[src/pifo_pkg.sv]
package pifo_pkg;

    // --------------------------------------------------
    // Widths and tree geometry
    // --------------------------------------------------
    localparam int VALUE_W    = 16;
    localparam int COUNT_W    = 10;
    localparam int FANOUT     = 4;
    localparam int SLOT_W     = 2;
    localparam int NUM_LEVELS = 3;
    localparam int ADDR_W     = SLOT_W * NUM_LEVELS; // Link address, wide enough for any level

    // Root command spacing in cycles
    localparam int PUSH_GAP = 2;
    localparam int POP_GAP  = 3;
    localparam int GAP_W    = $clog2(POP_GAP + 1);

    // --------------------------------------------------
    // Data types
    // --------------------------------------------------
    typedef logic [VALUE_W-1:0] value_t;
    typedef logic [COUNT_W-1:0] count_t;

    typedef struct packed {
        count_t count; // Items held in this slot and below it
        value_t value;
    } slot_t;

    typedef slot_t [FANOUT-1:0] node_t; // One memory word

    localparam value_t EMPTY_VALUE = '1; // Marks a free slot, also the empty-queue pop result
    localparam slot_t  EMPTY_SLOT  = '{count: '0, value: EMPTY_VALUE};

    typedef enum logic {
        OP_PUSH = 1'b0,
        OP_POP  = 1'b1
    } op_e;

    typedef enum logic [1:0] {
        ST_IDLE = 2'b00,
        ST_PUSH = 2'b01,
        ST_POP  = 2'b11,
        ST_WB   = 2'b10
    } level_state_e;

endpackage

[src/pifo_link_if.sv]
`timescale 1ns/1ps

// Commands from one tree level to the level below it
interface pifo_link_if;
    import pifo_pkg::*;

    logic              push;       // One-cycle pulse
    value_t            push_data;
    logic              pop;        // One-cycle pulse, never with push
    logic [ADDR_W-1:0] child_addr; // Parent address * FANOUT + slot
    value_t            pop_data;   // Valid the cycle after pop

    modport parent (
        output push, push_data, pop, child_addr,
        input  pop_data
    );

    modport child (
        input  push, push_data, pop, child_addr,
        output pop_data
    );

endinterface

[src/pifo_ingress.sv]
`timescale 1ns/1ps

module pifo_ingress (
    input  logic             i_clk,
    input  logic             i_arst_n,
    input  logic             i_req,
    input  pifo_pkg::op_e    i_op,
    input  pifo_pkg::value_t i_data,
    pifo_link_if.parent      root,
    output logic             o_push_done,
    output logic             o_pop_pending
);
    import pifo_pkg::*;

    typedef enum logic {
        IG_IDLE,
        IG_BUSY
    } ingress_state_e;

    ingress_state_e   state;
    logic [GAP_W-1:0] cool;     // Cycles left before the next root command
    logic             push_r;
    logic             pop_r;
    logic             pop_pend_r;
    value_t           data_q;

    always_ff @(posedge i_clk or negedge i_arst_n) begin
        if (!i_arst_n) begin
            state      <= IG_IDLE;
            cool       <= '0;
            push_r     <= 1'b0;
            pop_r      <= 1'b0;
            pop_pend_r <= 1'b0;
        end else begin
            push_r     <= 1'b0;
            pop_r      <= 1'b0;
            pop_pend_r <= pop_r; // Root result valid one cycle after the pulse
            if (cool != '0) cool <= cool - 1'b1;
            case (state)
                IG_IDLE: begin
                    if (i_req && (cool == '0)) begin
                        push_r <= (i_op == OP_PUSH);
                        pop_r  <= (i_op == OP_POP);
                        cool   <= (i_op == OP_POP) ? GAP_W'(POP_GAP - 1) : GAP_W'(PUSH_GAP - 1);
                        state  <= IG_BUSY;
                    end
                end
                IG_BUSY: if (!i_req) state <= IG_IDLE; // One command per request
                default: state <= IG_IDLE;
            endcase
        end
    end

    always_ff @(posedge i_clk) begin
        if ((state == IG_IDLE) && i_req) data_q <= i_data;
    end

    assign root.push       = push_r;
    assign root.push_data  = data_q;
    assign root.pop        = pop_r;
    assign root.child_addr = '0; // Single root node
    assign o_push_done     = push_r;
    assign o_pop_pending   = pop_pend_r;

endmodule

[src/flat_wrapper.sv]
// flat-port wrapper written by rule: the top's interface ports become plain ports
module pifo_ingress_flat import pifo_pkg::*;
  (i_clk, i_arst_n, i_req, i_op, i_data, o_push_done, o_pop_pending, root_push, root_push_data, root_pop, root_child_addr, root_pop_data);
  pifo_link_if root_i ();
  input  logic i_clk;
  input  logic i_arst_n;
  input  logic i_req;
  input  pifo_pkg::op_e i_op;
  input  pifo_pkg::value_t i_data;
  output logic o_push_done;
  output logic o_pop_pending;
  output wire logic [$bits(root_i.push)-1:0] root_push;
  output wire logic [$bits(root_i.push_data)-1:0] root_push_data;
  output wire logic [$bits(root_i.pop)-1:0] root_pop;
  output wire logic [$bits(root_i.child_addr)-1:0] root_child_addr;
  input wire logic [$bits(root_i.pop_data)-1:0] root_pop_data;
  assign root_push = root_i.push;
  assign root_push_data = root_i.push_data;
  assign root_pop = root_i.pop;
  assign root_child_addr = root_i.child_addr;
  assign root_i.pop_data = root_pop_data;
  pifo_ingress u_core (.i_clk(i_clk), .i_arst_n(i_arst_n), .i_req(i_req), .i_op(i_op), .i_data(i_data), .root(root_i), .o_push_done(o_push_done), .o_pop_pending(o_pop_pending));
endmodule
[config.mk]
export PLATFORM = sky130hd
export DESIGN_NAME = pifo_ingress_flat
export DESIGN_NICKNAME = d
export VERILOG_FILES = /design/src/pifo_pkg.sv /design/src/pifo_link_if.sv /design/src/pifo_ingress.sv /design/src/flat_wrapper.sv
export SDC_FILE = /design/constraint.sdc
export NUM_CORES = 1
export LEC_CHECK = 0
export BUFFER_PORTS_ARGS = -buffer_cell sky130_fd_sc_hd__buf_2
export CORE_MARGIN = 2
export CORE_UTILIZATION = 37
export DETAILED_ROUTE_END_ITERATION = 12
export PLACE_DENSITY = 0.76
export SLEW_MARGIN = 20
export SYNTH_ARGS = -nofsm -noshare
export SYNTH_HDL_FRONTEND = slang
export SYNTH_SLANG_ARGS = --single-unit
[constraint.sdc]
create_clock -name i_clk -period 1.5 [get_ports i_clk]
set_input_delay 0.15 -clock i_clk [delete_from_list [all_inputs] [get_ports i_clk]]
set_output_delay 0.15 -clock i_clk [all_outputs]
set_load 0.02 [all_outputs]
==> impl_metrics.tcl <==
set metrics [dict create \
    vias 436 \
    reg2reg_from "u_core.state" \
    dieArea_mm2 0.00242 \
    p_per_area_mw_per_mm2 1190 \
    end_kind "register" \
    area_growth_pct 32.0 \
    drive_gt1_frac 0.549 \
    antenna_found_initial 0 \
    routedWlPerCell_um 10.4 \
    grt_overflow_total 0 \
    clk_latency_ns 0.29 \
    finClkSkew_ns 0.00735 \
    synth-seq-cells 22 \
    cp-startpoint "u_core.state" \
    yosys_warnings 0 \
    detail-route-antenna-nets 0 \
    cts_resized 0 \
    die_h_um 49.2 \
    dr.pass1.iters 2 \
    status "finished clean" \
    critPathKind "register to register" \
    dp.cells 104 \
    period_needed_ns 1.22 \
    fin_setup_tns_ns 0 \
    crit_family "simple AND/OR/NAND/NOR gates" \
    initial_core_util 0.389 \
    fin_worst_hold_slack_ns 0.0209 \
    mostFrequentLayoutCells "buf_2 (39), edfxtp_1 (16), conb_1 (6), dfrtp_1 (6), clkbuf_4 (3)" \
    leakage_nw 0.468 \
    drtIter0Drc 4 \
    postCtsSetupBuffers 0 \
    clk_path_buf_depth 2 \
    final.fill_count 184 \
    min_from "i_data[14]" \
    core_area_mm2 0.00194 \
    path_buf_inv 0 \
    synth_cell_types 14 \
    hold_viol_final 0 \
    diodes 0 \
    setup_ws_ns 0.280 \
    hold_path.class "primary input to register" \
    grt_max_degree 20 \
    die_w_um 49.2 \
    crit_fanout 19 \
    fp-row-count 16 \
    ir_drop_mv 0.703 \
    final_nets 119 \
    slowest_delay_ns 0.47 \
    gp_congestion 0.599 \
    dpl.hpwl_um 893 \
    cp.arrival_ns 1.18 \
    grt_use_total 0.101 \
    dp_slack_ns 0.301 \
    setup_violations 0 \
    start_kind "register" \
    cp_data_required_time_ns 1.46 \
    grt_pass1_vias 400 \
    rsz0062_at_grt "false" \
    clock-sinks 22 \
    synth-seq-area-share 0.836 \
    synth_cells 40 \
    layout_commonest_cell "buf_2" \
    fmax_ghz 0.819 \
    synth_area_um2 754 \
    cts_root_buf "clkbuf_4" \
    cap_viol_max_count 0 \
    grt_pass1_wl_um 1800 \
    viasPerCell 4.00 \
    drc 0 \
    cts_buffers 3 \
    postCtsHoldBufs 1 \
    finalCritPeriodShare 0.814 \
    crit_chain "and2b_2" \
    final_cells 109 \
    wl_um 1130 \
    cts_tree "built" \
    slowest_stage "and2b_2" \
    cts_max_level 1 \
    drv_slew 0 \
    ios 62 \
    clk_pin_slew_ns 0.11 \
    io_buffer_count 39 \
    synth.avg_cell_area_um2 18.9 \
]
-- cell usage after synthesis --
cell type	instances	area, µm²
and3b_1	1	8.76
and2b_2	1	8.76
and3_1	1	6.26
edfxtp_1	16	480
a31o_2	1	8.76
nor2_1	1	3.75
or3b_1	1	8.76
inv_1	1	3.75
buf_4	7	52.6
dfrtp_1	6	150
o21a_1	1	7.51
and2_1	1	6.26
a21oi_1	1	5.00
conb_1	1	3.75
-- power breakdown --
group / leakage (nW) / switching [W] / internal [W] / total (W)
sequential: 0.231 / 0.0000147 / 0.000706 / 0.000721
clock: 0.0210 / 0.000158 / 0.000148 / 0.000306
combinational: 0.216 / 0.000106 / 0.0000557 / 0.000162
-- metal layers --
layer / track usage / vias up / routed length [µm] / share of wire
li1: - / 214 / - / -
met1: 0.132 / 198 / 453 / 0.40
met2: 0.155 / 20 / 587 / 0.52
met3: 0.0123 / 4 / 58 / 0.051
met4: 0.0714 / 0 / 32 / 0.028
met5: 0 / - / 0 / 0
-- sequential cells by signal, summed over array words and instances (netlist names) --
register / flops
u_core.root.pop: 1
u_core.cool: 2
u_core.root.push_data: 16
u_core.o_pop_pending: 1
u_core.state: 1
u_core.o_push_done: 1
-- path summary, 6_finish.rpt --
path / to / slack (ns) / cells after the start
setup / recovery: u_core.root.push_data[7] / 0.28 / 1
hold / removal: u_core.root.push_data[14] / 0.02 / 1
setup reg to reg: u_core.root.push_data[7] / 0.28 / 1
hold reg to reg: u_core.o_pop_pending / 0.39 / 0
max in group asynchronous: u_core.o_pop_pending / 1.18 / 2
min in group asynchronous: u_core.state / 0.18 / 2
-- kinds of logic after synthesis --
family | after synthesis | share of synthesized area
other cells | 1 | 0.00497
simple gates | 6 | 0.0564
flops | 22 | 0.836
compound gates | 3 | 0.0282
buf+inv | 8 | 0.0746
-- through the flow --
stage                util  cell area [µm²]  total power [W]
CTS                 0.513              996          0.00120
detailed placement  0.489              950         0.000896
global route        0.513              996          0.00124
floorplan               -              773         0.000843
finish              0.513              996          0.00119
global placement    0.489              950         0.000890
-- cell type report --
cell class	count	area, µm²	area share
timing repair buffer	40	205	0.206
clock buffer	4	36.3	0.0364
inverter	1	3.75	0.00377
multi-input combinational	15	86.3	0.0867
sequential	22	631	0.633
tap	27	33.8	0.0339
(Power assumes the default switching activity.)
