`src/pifo_pkg.sv`:
```
package pifo_pkg;

    // --------------------------------------------------
    // Widths and tree geometry
    // --------------------------------------------------
    localparam int VALUE_W    = 16;
    localparam int COUNT_W    = 10;
    localparam int FANOUT     = 4;
    localparam int SLOT_W     = 2;
    localparam int NUM_LEVELS = 3;
    localparam int ADDR_W     = SLOT_W * NUM_LEVELS; // Link address, wide enough for any level

    // Root command spacing in cycles
    localparam int PUSH_GAP = 2;
    localparam int POP_GAP  = 3;
    localparam int GAP_W    = $clog2(POP_GAP + 1);

    // --------------------------------------------------
    // Data types
    // --------------------------------------------------
    typedef logic [VALUE_W-1:0] value_t;
    typedef logic [COUNT_W-1:0] count_t;

    typedef struct packed {
        count_t count; // Items held in this slot and below it
        value_t value;
    } slot_t;

    typedef slot_t [FANOUT-1:0] node_t; // One memory word

    localparam value_t EMPTY_VALUE = '1; // Marks a free slot, also the empty-queue pop result
    localparam slot_t  EMPTY_SLOT  = '{count: '0, value: EMPTY_VALUE};

    typedef enum logic {
        OP_PUSH = 1'b0,
        OP_POP  = 1'b1
    } op_e;

    typedef enum logic [1:0] {
        ST_IDLE = 2'b00,
        ST_PUSH = 2'b01,
        ST_POP  = 2'b11,
        ST_WB   = 2'b10
    } level_state_e;

endpackage

```
`src/pifo_egress.sv`:
```
`timescale 1ns/1ps

module pifo_egress (
    input  logic             i_clk,
    input  logic             i_arst_n,
    input  logic             i_req,
    input  logic             i_push_done,
    input  logic             i_pop_pending,
    input  pifo_pkg::value_t i_pop_data,
    output logic             o_ack,
    output pifo_pkg::value_t o_data
);
    import pifo_pkg::*;

    value_t data_q;

    // Ack phase of the host handshake
    always_ff @(posedge i_clk or negedge i_arst_n) begin
        if (!i_arst_n) begin
            o_ack <= 1'b0;
        end else if (i_push_done || i_pop_pending) begin
            o_ack <= 1'b1;
        end else if (!i_req) begin
            o_ack <= 1'b0; // Host has released the request
        end
    end

    always_ff @(posedge i_clk) begin
        if (i_pop_pending) data_q <= i_pop_data; // Root minimum
    end

    assign o_data = data_q;

    a_ack_needs_req: assert property (@(posedge i_clk) disable iff (!i_arst_n)
        $rose(o_ack) |-> $past(i_req));

endmodule

```
`config.mk`:
```
export PLATFORM = sky130hd
export DESIGN_NAME = pifo_egress
export DESIGN_NICKNAME = d
export VERILOG_FILES = /design/src/pifo_pkg.sv /design/src/pifo_egress.sv
export SDC_FILE = /design/constraint.sdc
export NUM_CORES = 1
export LEC_CHECK = 0
export ABC_AREA = 0
export ABC_CLOCK_PERIOD_IN_PS = 900
export BUFFER_PORTS_ARGS = -buffer_cell sky130_fd_sc_hd__buf_2
export CORE_MARGIN = 1
export CORE_UTILIZATION = 37
export CTS_CLUSTER_DIAMETER = 150
export DETAILED_ROUTE_END_ITERATION = 12
export GPL_TIMING_DRIVEN = 0
export PLACE_DENSITY = 0.73
export SLEW_MARGIN = 20
export SYNTH_ARGS = -nofsm -noshare
export SYNTH_HDL_FRONTEND = slang
export SYNTH_SLANG_ARGS = --single-unit
```
`constraint.sdc`:
```
create_clock -name i_clk -period 0.9 [get_ports i_clk]
set_input_delay 0.27 -clock i_clk [delete_from_list [all_inputs] [get_ports i_clk]]
set_output_delay 0.27 -clock i_clk [all_outputs]
set_load 0.005 [all_outputs]
```
==> run metrics, run 1 <==
top-count cell post-synth edfxtp_1; wire length of the first global-routing pass between 1000 and 1500 um; post-CTS sizing 0; DRC viols 0; reg2reg end o_ack$_DFFE_PN0P_; drt via density ~4.3; type of destination of the critical path output pin; failing checks setup timing; Util after Layout around three fifths; Sw Pwr 0.000290 W; post-route clock period utilization 119%; # fillers 109; Leak about 0.34 nW; Max Root-Sink Buffers 2; post-synthesis sequential area ratio a little over nine tenths; Synth-to-Final Area Change 49.9%; Final Hold Fails 0; Die Ht 39.3 um; ys flop type edfxtp_1; NumNets Final 84; TritonCTS buffer count 3; Mean Syn Cell Area approximately 29 um2; Clock power frac between 20% and 30%; Critical Path RT 0.63 ns; Hold Path End o_data[12]$_DFFE_PP_; first drt pass iteration count 2; IO Pins 38; Largest delay share family, worst path flip-flops; ANT nets after route 0; Worst path slowest cell dfrtp_1; Slew Limit Fails 0; Netlist cell types 3; Final setup viols 18; R2R setup slack -0.08 ns; root buf cell clkbuf_4; gr usage total a little over an eighth; vias in the first global route slightly below 300; initial antenna violation count 0; Final Non-Filler Cells 77; H-Tree Depth 1; die area roughly 0.0015 mm2; Clock Skews 0 ns; Yosys top cell by area edfxtp_1; critical path arrival ~0.80 ns; sw frac 19.8%; syn nets 39; Reg clk slew, reported paths 0.09 ns; n_diodes 0; Min-Delay Startpoint i_pop_data[12]; top post-synthesis cells by area edfxtp_1 93%, dfrtp_1 4.9%, a211o_1 1.7%; Iteration-0 DRC Markers 4; Max FO, Critical Path 2; clock sink total 17; crit-path max cell delay between 0.3 and 0.4 ns; pwr dens around 1900 mW/mm2; CTS tree yes; largest net degree at the start of global routing 18; crit path buf inv count 1; post-synthesis register bit count 17; worst skew pair latency 0.28 ns; Yosys top cell area share approximately 93%; Max-Slew Margin vs Limit around three quarters; RSZ-0062 raised after global routing yes; slew at the pin closest to its max-slew limit 0.345 ns; dpl ws -0.0368 ns; fin area roughly 770 um2; Max-Cap Viols 0; setup ws final -0.170 ns; Async SR Flop Fraction 5.88%; VDD IR-drop max approximately 1.0 mV; Die X about 40 um; Yosys Warn Count 0; Reg power frac ~65%; CP Class flip-flop to output pin; Initial Util between 30% and 40%; placed insts 70; FMAX approximately 930 MHz; share of cells above drive strength 1 slightly below 70%; total core area 0.00130 mm2; mapped cell area about 510 um2; GR Overflow Total 0; Comb power frac 8.8%; crit start category flip-flop; Post-synth EDFFs 16; port bufs 37; commonest cells in the netlist 16 x edfxtp_1, 1 x a211o_1, 1 x dfrtp_1; RePlAce Congestion around 0.62; row cnt 13; min-delay worst type input port to flip-flop; Critical Path, Cell by Cell buf_2; hold depth 1; RR Startpoint o_ack$_DFFE_PN0P_; wirelength, routed approximately 870 um; status finished, violations left; Tmin final between 1 and 1.5 ns; Vias 330; Internal ~0.0012 W; Placed Area between 700 and 800 um2; Avg WL per Cell ~11 um; Setup TNS -2.64 ns; R2R cell count 3; cell count after synthesis 18
[timing repair]
action / 4_1_cts / 5_1_grt
pin swaps: 0 / 0
endpoints found under the setup margin: 17 / 17
hold endpoints to repair: 1 / 0
hold buffers: 1 / 0
setup buffers: 1 / 1
cloned: 0 / 0
[sequential cells by signal, indices dropped and copies added (netlist names)]
register and cells:
o_ack 1, o_data 16
[through the flow]
step	total power [W]	hold slack [ns]
after floorplan	0.000976	-0.0256
after global placement	0.00108	0.0447
after detailed placement	0.00108	0.0460
after CTS	0.00147	0.150
after global routing	0.00153	0.134
final	0.00146	0.156
[worst max path at each step]
stage	startpoint	end	slack [ns]	cells past startpoint
2_1_floorplan	o_ack$_DFFE_PN0P_	o_ack$_DFFE_PN0P_	0.17	1
3_3_place_gp	i_pop_pending	o_data[10]$_DFFE_PP_	-0.01	1
3_5_place_dp	i_pop_pending	o_data[11]$_DFFE_PP_	-0.04	1
4_1_cts	o_data[11]$_DFFE_PP_	o_data[11]	-0.18	1
5_1_grt	o_data[11]$_DFFE_PP_	o_data[11]	-0.22	1
6_report	o_ack$_DFFE_PN0P_	o_ack	-0.17	1
[power groups by stage]
stage | registers, W | clock network, W | logic, W
3_5_place_dp | 0.000963 | 0 | 0.000122
2_1_floorplan | 0.000974 | 0 | 0.00000180
5_1_grt | 0.000950 | 0.000438 | 0.000145
4_1_cts | 0.000945 | 0.000400 | 0.000128
6_report | 0.000945 | 0.000388 | 0.000128
3_3_place_gp | 0.000961 | 0 | 0.000116
[cells in the final DEF, fill, tap and decap left out]
cell type and count:
a211o_1 1, dlygate4sd3_1 1, buf_4 2, clkbuf_4 3
buf_2 37, edfxtp_1 16, dfrtp_1 1, clkinv_2 1
[area by class of cell]
cell class	instances	area, um2	area share, %
Timing Repair Buffer	40	210	27.3
Sequential cell	17	505	65.6
Tap cell	15	18.8	2.44
Multi-Input combinational cell	1	8.76	1.14
Clock buffer	3	22.5	2.92
Clock inverter	1	5.00	0.649
[kinds of logic (layout without fill, tap and decap cells)]
kind of cell / after synthesis / in the layout / share of synthesized area [%]
AOI/OAI and AO/OA: 1 / 1 / 1.70
buffers and inverters: 0 / 44 / 0
DFF: 17 / 17 / 98.3
[per-layer routing]
metal | GRT usage (%) | vias up | part of all wire [%]
li1 | - | 159 | -
met1 | 15.6 | 147 | 37
met2 | 22.5 | 24 | 51
met3 | 3.98 | 0 | 11
met4 | 5.17 | 0 | 0
met5 | 0 | - | 0
No activity file was read; power rests on OpenSTA's default activity.
==> inputs of run 2 (changes only) <==
BUFFER_PORTS_ARGS = not set   (was -buffer_cell sky130_fd_sc_hd__buf_2)
CORE_AREA = 2 2 39 41   (was not set)
CORE_MARGIN = not set   (was 1)
CORE_UTILIZATION = not set   (was 37)
DIE_AREA = 0 0 41 43   (was not set)
DONT_BUFFER_PORTS = 1   (was not set)
PLACE_DENSITY = 0.52   (was 0.73)
==> run metrics, run 2 (synthesis results as in run 1) <==
status finished, violations left; failing checks setup timing; most frequent cells in the layout 16 x edfxtp_1, 3 x clkbuf_4; die area roughly 0.0018 mm2; GR Overflow Total 0; TritonCTS buffer count 3; worst skew pair latency between 0.2 and 0.3 ns; post-CTS setup buffer count 0; Clock Skews 0 ns; Final setup viols 17; Critical Path Source o_data[15]$_DFFE_PP_; Max-Slew Margin vs Limit 93.6%; Max FO, Critical Path 1; Sw Pwr between 0.0002 and 0.00025 W; critical path arrival 0.68 ns; most common cell after layout, fill and taps aside edfxtp_1; RePlAce Congestion about 0.53; Slew Limit Fails 0; gr usage total 8.88%; post-route clock period utilization 106%; NumNets Final 45; vias in the first global route around 220; Tmin final around 0.95 ns; Reg clk slew, reported paths 0.09 ns; Clock power frac between 20 and 30%; wirelength, routed ~740 um; Internal 0.00111 W; initial antenna violation count 0; Synth-to-Final Area Change 10.9%; H-Tree Depth 1; setup ws final -0.0546 ns; largest net degree at the start of global routing 18; Die X slightly above 40 um; crit start category flip-flop; overall power about 0.0013 W; root buf cell clkbuf_4; Iteration-0 DRC Markers 0; Die Ht between 40 and 50 um; min-delay worst type input port to flip-flop; Final Hold Fails 0; Reg power frac a little under three quarters; n_diodes 0; Final Non-Filler Cells 39; drt via density a little under 5; share of cells above drive strength 1 between 10% and 20%; VDD IR-drop max between 0.7 and 0.8 mV; slew at the pin closest to its max-slew limit 0.0965 ns; Critical Path RT 0.63 ns; Max-Cap Viols 0; sw frac approximately 18%; DRC viols 0; Initial Util 37.2%; Min-Delay Startpoint i_pop_data[15]; first drt pass iteration count 1; wire length of the first global-routing pass around 970 um; CP Class flip-flop to output pin; IO Pins 38; R2R setup slack around 0.14 ns; type of destination of the critical path output pin; max FFs per register 16; total core area 0.00138 mm2; port bufs 0; RR Startpoint o_ack$_DFFE_PN0P_; row cnt 14; placed insts 34; Leak 0.188 nW; CTS tree yes; Max Root-Sink Buffers 2; Comb power frac less than 1%; FMAX roughly 1000 MHz; clock sink total 17; Vias between 150 and 200; pwr dens around 2400 mW/mm2; Avg WL per Cell ~19 um; ANT nets after route 0; RSZ-0062 raised after global routing yes
==> run 2: cell count changes in the layout (fill, tap and decap cells not counted) <==
cell / previous run / this run
clkinv_2: 1 / 0
clkbuf_1: 0 / 1
buf_4: 2 / 0
buf_2: 37 / 0
==> run 2: worst paths after layout <==
path,endpoint,cells after the start
max,o_data[15],0
min,o_data[15]$_DFFE_PP_,0
max reg2reg,o_ack$_DFFE_PN0P_,1
min reg2reg,o_ack$_DFFE_PN0P_,1
max in group asynchronous,o_ack$_DFFE_PN0P_,1
min in group asynchronous,o_ack$_DFFE_PN0P_,1
==> run 2: repair_timing <==
item	CTS	global route
gates resized for setup	0	0
endpoints found under the setup margin	17	17
pin swaps	0	0
hold buffers	1	0
hold endpoints to repair	1	0
==> run 2: routing by layer <==
| layer | global-route usage (%) | up-vias | wire [um] |
|---|---|---|---|
| li1 | - | 83 | - |
| met1 | 8.10 | 85 | 253 |
| met2 | 14.7 | 18 | 419 |
| met3 | 3.66 | 2 | 60 |
| met4 | 6.00 | 0 | 5 |
| met5 | 0 | - | 0 |
==> run 2: area by class of cell <==
cell class                 instances  area, um2
clock buffer                       4       26.3
fill                             130        813
multi-input combinational          1       8.76
sequential                        17        505
tap                               16       20.0
timing repair buffer               1       10.0
==> run 2: power by group through the flow <==
stage                     sequential, W  clock (W)  combinational (W)
after floorplan                0.000974          0         0.00000180
after global placement         0.000983          0         0.00000190
after detailed placement       0.000985          0         0.00000204
after CTS                      0.000967   0.000399         0.00000554
after global routing           0.000973   0.000426         0.00000590
final                          0.000964   0.000379         0.00000548
==> run 2: through the flow <==
step / utilization, % / worst slack [ns] / setup TNS (ns) / hold WS [ns] / cell area [um2]
6_report: 41.2 / -0.0546 / -0.723 / 0.0849 / 571
5_1_grt: 41.2 / -0.0915 / -1.32 / 0.0671 / 571
4_1_cts: 41.2 / -0.0716 / -1.00 / 0.0725 / 571
3_5_place_dp: 38.6 / 0.145 / 0 / -0.0256 / 534
3_3_place_gp: 38.6 / 0.146 / 0 / -0.0256 / 534
2_1_floorplan: - / 0.167 / 0 / -0.0256 / 514
