### src/pifo_pkg.sv
package pifo_pkg;

    // --------------------------------------------------
    // Widths and tree geometry
    // --------------------------------------------------
    localparam int VALUE_W    = 16;
    localparam int COUNT_W    = 10;
    localparam int FANOUT     = 4;
    localparam int SLOT_W     = 2;
    localparam int NUM_LEVELS = 3;
    localparam int ADDR_W     = SLOT_W * NUM_LEVELS; // Link address, wide enough for any level

    // Root command spacing in cycles
    localparam int PUSH_GAP = 2;
    localparam int POP_GAP  = 3;
    localparam int GAP_W    = $clog2(POP_GAP + 1);

    // --------------------------------------------------
    // Data types
    // --------------------------------------------------
    typedef logic [VALUE_W-1:0] value_t;
    typedef logic [COUNT_W-1:0] count_t;

    typedef struct packed {
        count_t count; // Items held in this slot and below it
        value_t value;
    } slot_t;

    typedef slot_t [FANOUT-1:0] node_t; // One memory word

    localparam value_t EMPTY_VALUE = '1; // Marks a free slot, also the empty-queue pop result
    localparam slot_t  EMPTY_SLOT  = '{count: '0, value: EMPTY_VALUE};

    typedef enum logic {
        OP_PUSH = 1'b0,
        OP_POP  = 1'b1
    } op_e;

    typedef enum logic [1:0] {
        ST_IDLE = 2'b00,
        ST_PUSH = 2'b01,
        ST_POP  = 2'b11,
        ST_WB   = 2'b10
    } level_state_e;

endpackage

### src/pifo_link_if.sv
`timescale 1ns/1ps

// Commands from one tree level to the level below it
interface pifo_link_if;
    import pifo_pkg::*;

    logic              push;       // One-cycle pulse
    value_t            push_data;
    logic              pop;        // One-cycle pulse, never with push
    logic [ADDR_W-1:0] child_addr; // Parent address * FANOUT + slot
    value_t            pop_data;   // Valid the cycle after pop

    modport parent (
        output push, push_data, pop, child_addr,
        input  pop_data
    );

    modport child (
        input  push, push_data, pop, child_addr,
        output pop_data
    );

endinterface

### src/pifo_node_ram.sv
`timescale 1ns/1ps

module pifo_node_ram #(
    parameter  int DEPTH = 1,
    localparam int AW    = (DEPTH > 1) ? $clog2(DEPTH) : 1
) (
    input  logic            i_clk,
    input  logic            i_arst_n,
    input  logic            i_rd_en,
    input  logic [AW-1:0]   i_rd_addr,
    input  logic            i_wr_en,
    input  logic [AW-1:0]   i_wr_addr,
    input  pifo_pkg::node_t i_wr_data,
    output pifo_pkg::node_t o_rd_data
);
    import pifo_pkg::*;

    node_t mem [DEPTH];

    always_ff @(posedge i_clk or negedge i_arst_n) begin
        if (!i_arst_n) begin
            for (int w = 0; w < DEPTH; w++) begin
                mem[w] <= {FANOUT{EMPTY_SLOT}}; // Whole tree starts empty
            end
            o_rd_data <= {FANOUT{EMPTY_SLOT}};
        end else begin
            if (i_wr_en) mem[i_wr_addr] <= i_wr_data;
            if (i_rd_en) o_rd_data <= mem[i_rd_addr]; // Held until the next read
        end
    end

    // Root spacing keeps every node update clear of the next read
    a_no_rd_wr_collision: assert property (@(posedge i_clk) disable iff (!i_arst_n)
        !(i_rd_en && i_wr_en && (i_rd_addr == i_wr_addr)));

endmodule

### src/pifo_level.sv
`timescale 1ns/1ps

module pifo_level #(
    parameter int LEVEL = 0
) (
    input  logic        i_clk,
    input  logic        i_arst_n,
    pifo_link_if.child  up,
    pifo_link_if.parent down
);
    import pifo_pkg::*;

    localparam int DEPTH   = FANOUT ** LEVEL;
    localparam int AW      = (DEPTH > 1) ? $clog2(DEPTH) : 1;
    localparam bit IS_LAST = (LEVEL == NUM_LEVELS - 1);

    level_state_e      state;
    logic [ADDR_W-1:0] addr_q;      // Node being worked on
    value_t            push_q;      // Value arriving from above
    node_t             rd_node;
    node_t             wr_node;
    logic              wr_en;
    logic [SLOT_W-1:0] cnt_sel;     // Least loaded slot
    logic [SLOT_W-1:0] val_sel;     // Slot holding the minimum
    logic [SLOT_W-1:0] dn_slot;
    slot_t             push_slot;
    slot_t             pop_slot;
    logic              child_push;
    value_t            child_value;
    value_t            refill;

    // --------------------------------------------------
    // Node memory
    // --------------------------------------------------
    pifo_node_ram #(
        .DEPTH (DEPTH)
    ) u_node_ram (
        .i_clk     (i_clk),
        .i_arst_n  (i_arst_n),
        .i_rd_en   (up.push | up.pop),
        .i_rd_addr (up.child_addr[AW-1:0]),
        .i_wr_en   (wr_en),
        .i_wr_addr (addr_q[AW-1:0]),
        .i_wr_data (wr_node),
        .o_rd_data (rd_node)
    );

    // --------------------------------------------------
    // Control
    // --------------------------------------------------
    always_ff @(posedge i_clk or negedge i_arst_n) begin
        if (!i_arst_n) begin
            state <= ST_IDLE;
        end else if (up.push) begin
            state <= ST_PUSH;
        end else if (up.pop) begin
            state <= ST_POP;
        end else if (state == ST_POP) begin
            state <= ST_WB; // Child result arrives here
        end else begin
            state <= ST_IDLE;
        end
    end

    always_ff @(posedge i_clk) begin
        if (up.push || up.pop) begin
            addr_q <= up.child_addr;
            push_q <= up.push_data;
        end
    end

    // --------------------------------------------------
    // Slot selection, lowest index wins ties
    // --------------------------------------------------
    always_comb begin
        cnt_sel = '0;
        val_sel = '0;
        for (int i = 1; i < FANOUT; i++) begin
            if (rd_node[i].count < rd_node[cnt_sel].count) cnt_sel = SLOT_W'(i);
            if (rd_node[i].value < rd_node[val_sel].value) val_sel = SLOT_W'(i);
        end
    end

    assign push_slot = rd_node[cnt_sel];
    assign pop_slot  = rd_node[val_sel];

    if (IS_LAST) begin : g_leaf
        assign refill = EMPTY_VALUE; // Nothing below the leaves
    end else begin : g_inner
        assign refill = down.pop_data;
    end

    // Node update for the write cycle
    always_comb begin
        wr_node     = rd_node;
        child_push  = 1'b0;
        child_value = push_q;
        case (state)
            ST_PUSH: begin
                wr_node[cnt_sel].count = push_slot.count + 1'b1;
                if (push_slot.value == EMPTY_VALUE) begin
                    wr_node[cnt_sel].value = push_q;
                end else if (push_q < push_slot.value) begin
                    wr_node[cnt_sel].value = push_q; // Larger stored value moves down
                    child_push             = 1'b1;
                    child_value            = push_slot.value;
                end else begin
                    child_push = 1'b1; // Incoming goes down, also on a tie
                end
            end
            ST_WB: begin
                if (pop_slot.count != '0) begin
                    wr_node[val_sel].count = pop_slot.count - 1'b1;
                    wr_node[val_sel].value = refill;
                end
            end
            default: ;
        endcase
    end

    assign wr_en = (state == ST_PUSH) || (state == ST_WB);

    // --------------------------------------------------
    // Link outputs
    // --------------------------------------------------
    assign up.pop_data = pop_slot.value; // Read by the parent in its ST_WB

    assign dn_slot         = (state == ST_PUSH) ? cnt_sel : val_sel;
    assign down.push       = !IS_LAST && (state == ST_PUSH) && child_push;
    assign down.push_data  = child_value;
    assign down.pop        = !IS_LAST && (state == ST_POP) && (pop_slot.count != '0);
    assign down.child_addr = {addr_q[ADDR_W-SLOT_W-1:0], dn_slot};

    a_up_one_cmd: assert property (@(posedge i_clk) disable iff (!i_arst_n)
        !(up.push && up.pop));

    // The parent must leave room for the write-back
    a_no_cmd_in_pop: assert property (@(posedge i_clk) disable iff (!i_arst_n)
        (state == ST_POP) |-> !(up.push || up.pop));

endmodule

### src/flat_wrapper.sv
// flat-port wrapper written by rule: the top's interface ports become plain ports
module pifo_level_flat import pifo_pkg::*;
#(
    parameter int LEVEL = 0
)
  (i_clk, i_arst_n, up_push, up_push_data, up_pop, up_child_addr, up_pop_data, down_push, down_push_data, down_pop, down_child_addr, down_pop_data);
  pifo_link_if up_i ();
  pifo_link_if down_i ();
  input  logic i_clk;
  input  logic i_arst_n;
  input wire logic [$bits(up_i.push)-1:0] up_push;
  input wire logic [$bits(up_i.push_data)-1:0] up_push_data;
  input wire logic [$bits(up_i.pop)-1:0] up_pop;
  input wire logic [$bits(up_i.child_addr)-1:0] up_child_addr;
  output wire logic [$bits(up_i.pop_data)-1:0] up_pop_data;
  output wire logic [$bits(down_i.push)-1:0] down_push;
  output wire logic [$bits(down_i.push_data)-1:0] down_push_data;
  output wire logic [$bits(down_i.pop)-1:0] down_pop;
  output wire logic [$bits(down_i.child_addr)-1:0] down_child_addr;
  input wire logic [$bits(down_i.pop_data)-1:0] down_pop_data;
  assign up_i.push = up_push;
  assign up_i.push_data = up_push_data;
  assign up_i.pop = up_pop;
  assign up_i.child_addr = up_child_addr;
  assign up_pop_data = up_i.pop_data;
  assign down_push = down_i.push;
  assign down_push_data = down_i.push_data;
  assign down_pop = down_i.pop;
  assign down_child_addr = down_i.child_addr;
  assign down_i.pop_data = down_pop_data;
  pifo_level #(.LEVEL(LEVEL)) u_core (.i_clk(i_clk), .i_arst_n(i_arst_n), .up(up_i), .down(down_i));
endmodule
### config.mk
export PLATFORM = sky130hd
export DESIGN_NAME = pifo_level_flat
export DESIGN_NICKNAME = d
export VERILOG_FILES = /design/src/pifo_pkg.sv /design/src/pifo_link_if.sv /design/src/pifo_node_ram.sv /design/src/pifo_level.sv /design/src/flat_wrapper.sv
export SDC_FILE = /design/constraint.sdc
export NUM_CORES = 1
export LEC_CHECK = 0
export BUFFER_PORTS_ARGS = -buffer_cell sky130_fd_sc_hd__buf_2
export CELL_PAD_IN_SITES_DETAIL_PLACEMENT = 0
export CELL_PAD_IN_SITES_GLOBAL_PLACEMENT = 1
export CORE_ASPECT_RATIO = 1.1
export CORE_MARGIN = 3
export CORE_UTILIZATION = 35
export DETAILED_ROUTE_END_ITERATION = 8
export GPL_TIMING_DRIVEN = 0
export PLACE_DENSITY_LB_ADDON = 0.3
export RECOVER_POWER = 100
export SYNTH_ARGS = -nofsm -noshare
export SYNTH_HDL_FRONTEND = slang
export SYNTH_SLANG_ARGS = --single-unit
### constraint.sdc
create_clock -name i_clk -period 19.7 [get_ports i_clk]
set_input_delay 3.94 -clock i_clk [delete_from_list [all_inputs] [get_ports i_clk]]
set_output_delay 3.94 -clock i_clk [all_outputs]
set_load 0.01 [all_outputs]
==> metrics.md <==
| Metric | Value |
|---|---|
| Data arrival, critical path | 14.33 ns |
| Starting density of the core | 35.88% |
| Largest family of logic cells by synthesized area | compound AO/OA/AOI/OAI gates |
| Final non-filler cell total | 2,445 |
| Startpoint types | register |
| Placed cells | around 2,400 |
| Syn_area_per_cell | 9.078 sq um |
| Final Setup Violations | 0 |
| Number of synthesized flops with an enable pin | 20 |
| Net Count, Synth | 1,867 |
| Clock tree buffer depth | 3 |
| Max-cap viol count | 4 |
| Mapped Cells | 1,733 |
| Tcrit/Tclk final | 92.74% |
| Post-synthesis simple-gate area fraction | 14.97% |
| Top-area cell type share of the netlist area | around a fifth |
| Width of the die | approximately 210 microns |
| First-pass GRT wire length | 101.5 mm |
| Number of buffers inserted during clock tree synthesis | 30 |
| Layout area overhead | 14.05% |
| Clk slew on worst S/H paths | 0.06 ns |
| CTS Root Cell | clkbuf_16 |
| Die Ht | approximately 230 microns |
| WL/cell | 28.28 microns |
| Worst-Skew Late Latency | between 0.6 and 0.7 ns |
| DP Wirelength | approximately 52 mm |
| Io pins | 82 |
| GRT Total Usage | 28.26% |
| Slew Limit Headroom | -200.6% |
| Dominant cell type by area after synthesis | dfstp_2 |
| Vias in the first global route | 15,147 |
| Post-CTS setup buffer count | 0 |
| # hold bufs at CTS | 0 |
| Antenna Violating Nets Remaining | 0 |
| Pre-antenna DRT Iters | 6 |
| # DRC | 0 |
| Crit-path slowest cell | nor2_1 |
| Die area | 47,530 sq um |
| Post-synthesis register bit count | 230 |
| Mapped cell area | ~16,000 sq um |
| Setup_tns | 0 ns |
| Hold WS | 0.4533 ns |
| Adder-Cell Fraction of Synth Area | 7.317% |
| Max Fclk | 54.74 MHz |
| Final WL | approximately 70 mm |
| Compound-gate portion of the synthesized area | 20.46% |
| Final Hold Vio Count | 0 |
| Critical Path Fanout Max | 10 |
| Post-synthesis xor/xnor area fraction | 1.280% |
| Mux contribution to synthesized area | between 10% and 20% |
| Final #Nets | slightly below 2,000 |
| Ant. Diodes | 0 |
| Worst path max stage delay | 0.70 ns |
| Total grt overflow | 0 |
| Ys async rst share | 91.30% |
| Routability Congestion | 0.9470 |
| Vias per cell | between 6 and 7 |
| Flop2flop setup slack | 3.70 ns |
| Critical path class | reg -> out |
| Unrepaired setup endpoints after global routing | false |
| Starting DRT DRC Count | approximately 1,500 |
| Worst path most repeated cell | clkbuf_1 |
| TritonCTS clock tree | built |
| Final slew viol count | 224 |
| Post-synthesis sequential area ratio | 38.24% |
| Initial antenna violation count | 0 |
| Port bufs | between 70 and 80 |
| Tmin final | 18.27 ns |
| Largest net degree at the start of global routing | 80 |
| Hold Path Class | reg -> reg |
| Worst-margin pin slew | 4.509 ns |
| Core Region | ~44,000 sq um |
| Post-CTS resize count | 0 |
| Via count | around 15,000 |
| Area contributors post-synth | dfstp_2 (21%), dfrtp_1 (13%), ha_1 (7.3%), mux2i_1 (6.9%), nand2_1 (6.3%) |
| Failing checks | max-capacitance violations, max-slew violations |
| Clock sink count | 230 |
| Setup crit end kind | output port |
| Required time of the worst setup path | 15.76 ns |
| Clock Skew | 0.06734 ns |
| Clock H-tree levels | 1 |
| Ys flop type | dfstp_2 |
| Share of cells above drive strength 1 | between 10% and 20% |
| Cell Rows | 80 |
| Warnings from Yosys | 0 |
| Status | finished with violations |
| Yosys cell types | 74 |
[state kept, by name, summed over array words and instances (netlist names)]
register and flops:
u_core.u_node_ram.mem 104, u_core.u_node_ram.o_rd_data 104, u_core.state 2, u_core.push_q 16, u_core.addr_q 4
[cells in the mapped netlist (6+ instances only)]
master and instances:
nand2_1 262, a21oi_1 134, dfstp_2 128, o21ai_0 124, nor2_1 122, mux2i_1 109, ha_1 92, mux2_2 86
dfrtp_1 82, clkbuf_1 76, inv_1 62, o221ai_1 48, nand3_1 45, a222oi_1 32, nor3_1 28, edfxtp_1 20
nand4_1 19, buf_1 17, o211ai_1 17, a221o_1 15, and3_1 15, buf_2 14, a21o_1 13, xor2_1 12
a211oi_1 11, xnor2_1 11, a221oi_1 9, a31oi_1 9, and2_1 8, or3_1 7, a211o_1 6, nand2b_1 6
nor4_1 6
[kinds of logic after synthesis]
kind of cell             count (synthesis)
AO/OA/AOI/OAI                          477
buffers and inverters                  176
XOR/XNOR                                23
AND/OR/NAND/NOR                        539
adder cells (fa/ha/maj)                 92
flip-flops                             230
multiplexers                           196
[per-stage QoR]
step | util, % | area (sq um) | setup slack [ns]
2_1_floorplan | - | 15730 | 6.871
3_3_place_gp | 38.42 | 16850 | 3.335
3_5_place_dp | 38.62 | 16930 | 3.271
4_1_cts | 41.31 | 18110 | 2.527
5_1_grt | 40.93 | 17940 | 0.9028
6_report | 40.93 | 17940 | 1.431
[area by class of cell]
cell class	count	area [sq um]
sequential	230	6016
fill	4489	25900
tap	574	718.2
multi-input combinational	1327	8972
inverter	62	232.7
clock buffer	39	885.9
clock inverter	17	294.0
timing repair buffer	82	362.8
buffer	114	461.7
[cell usage in the layout (no fill, tap or decap), types with 13 or more instances in the layout]
master,instances
nand4_1,19
a21oi_1,134
a222oi_1,32
dfstp_2,127
nand3_1,45
o211ai_1,17
o221ai_1,48
ha_1,92
buf_2,47
and3_1,15
o21ai_0,125
nor3_1,28
dfrtp_1,82
clkbuf_1,134
mux2_2,86
inv_1,62
nand2_1,262
edfxtp_1,20
a21o_1,13
mux2i_1,109
clkbuf_16,31
a221o_1,15
nor2_1,122
[routing by layer]
layer / up-vias / share of wire (%) / global-route usage, %
met3: 238 / 6.4 / 4.393
met2: 713 / 46 / 46.49
met5: - / 0 / 0
met1: 7451 / 39 / 34.58
met4: 0 / 8.0 / 18.02
li1: 6651 / - / -
[worst max-delay path, delay by kind of cell, from the launching register on]
kind | cells | cell delay [ns]
flip-flops | 1 | 0.63
multiplexers | 2 | 0.88
AND/OR/NAND/NOR | 12 | 2.83
adder cells (fa/ha/maj) | 4 | 1.26
buffers and inverters | 9 | 4.22
AO/OA/AOI/OAI | 11 | 3.83
[path summary, 6_finish.rpt]
check | start | endpoint | cells after the start
worst max register to register | u_core.u_node_ram.o_rd_data[13] | u_core.u_node_ram.mem[57] | 40
worst max-delay path | u_core.u_node_ram.o_rd_data[13] | down_pop | 38
min in group asynchronous | i_arst_n | u_core.u_node_ram.mem[25] | 1
worst min register to register | u_core.u_node_ram.mem[13] | u_core.u_node_ram.o_rd_data[13] | 2
worst min-delay path | u_core.u_node_ram.mem[13] | u_core.u_node_ram.o_rd_data[13] | 2
max in group asynchronous | i_arst_n | u_core.u_node_ram.o_rd_data[69] | 2
Power is not shown: default switching activity piles up to over one toggle a cycle in this logic, so the estimate is an artifact.
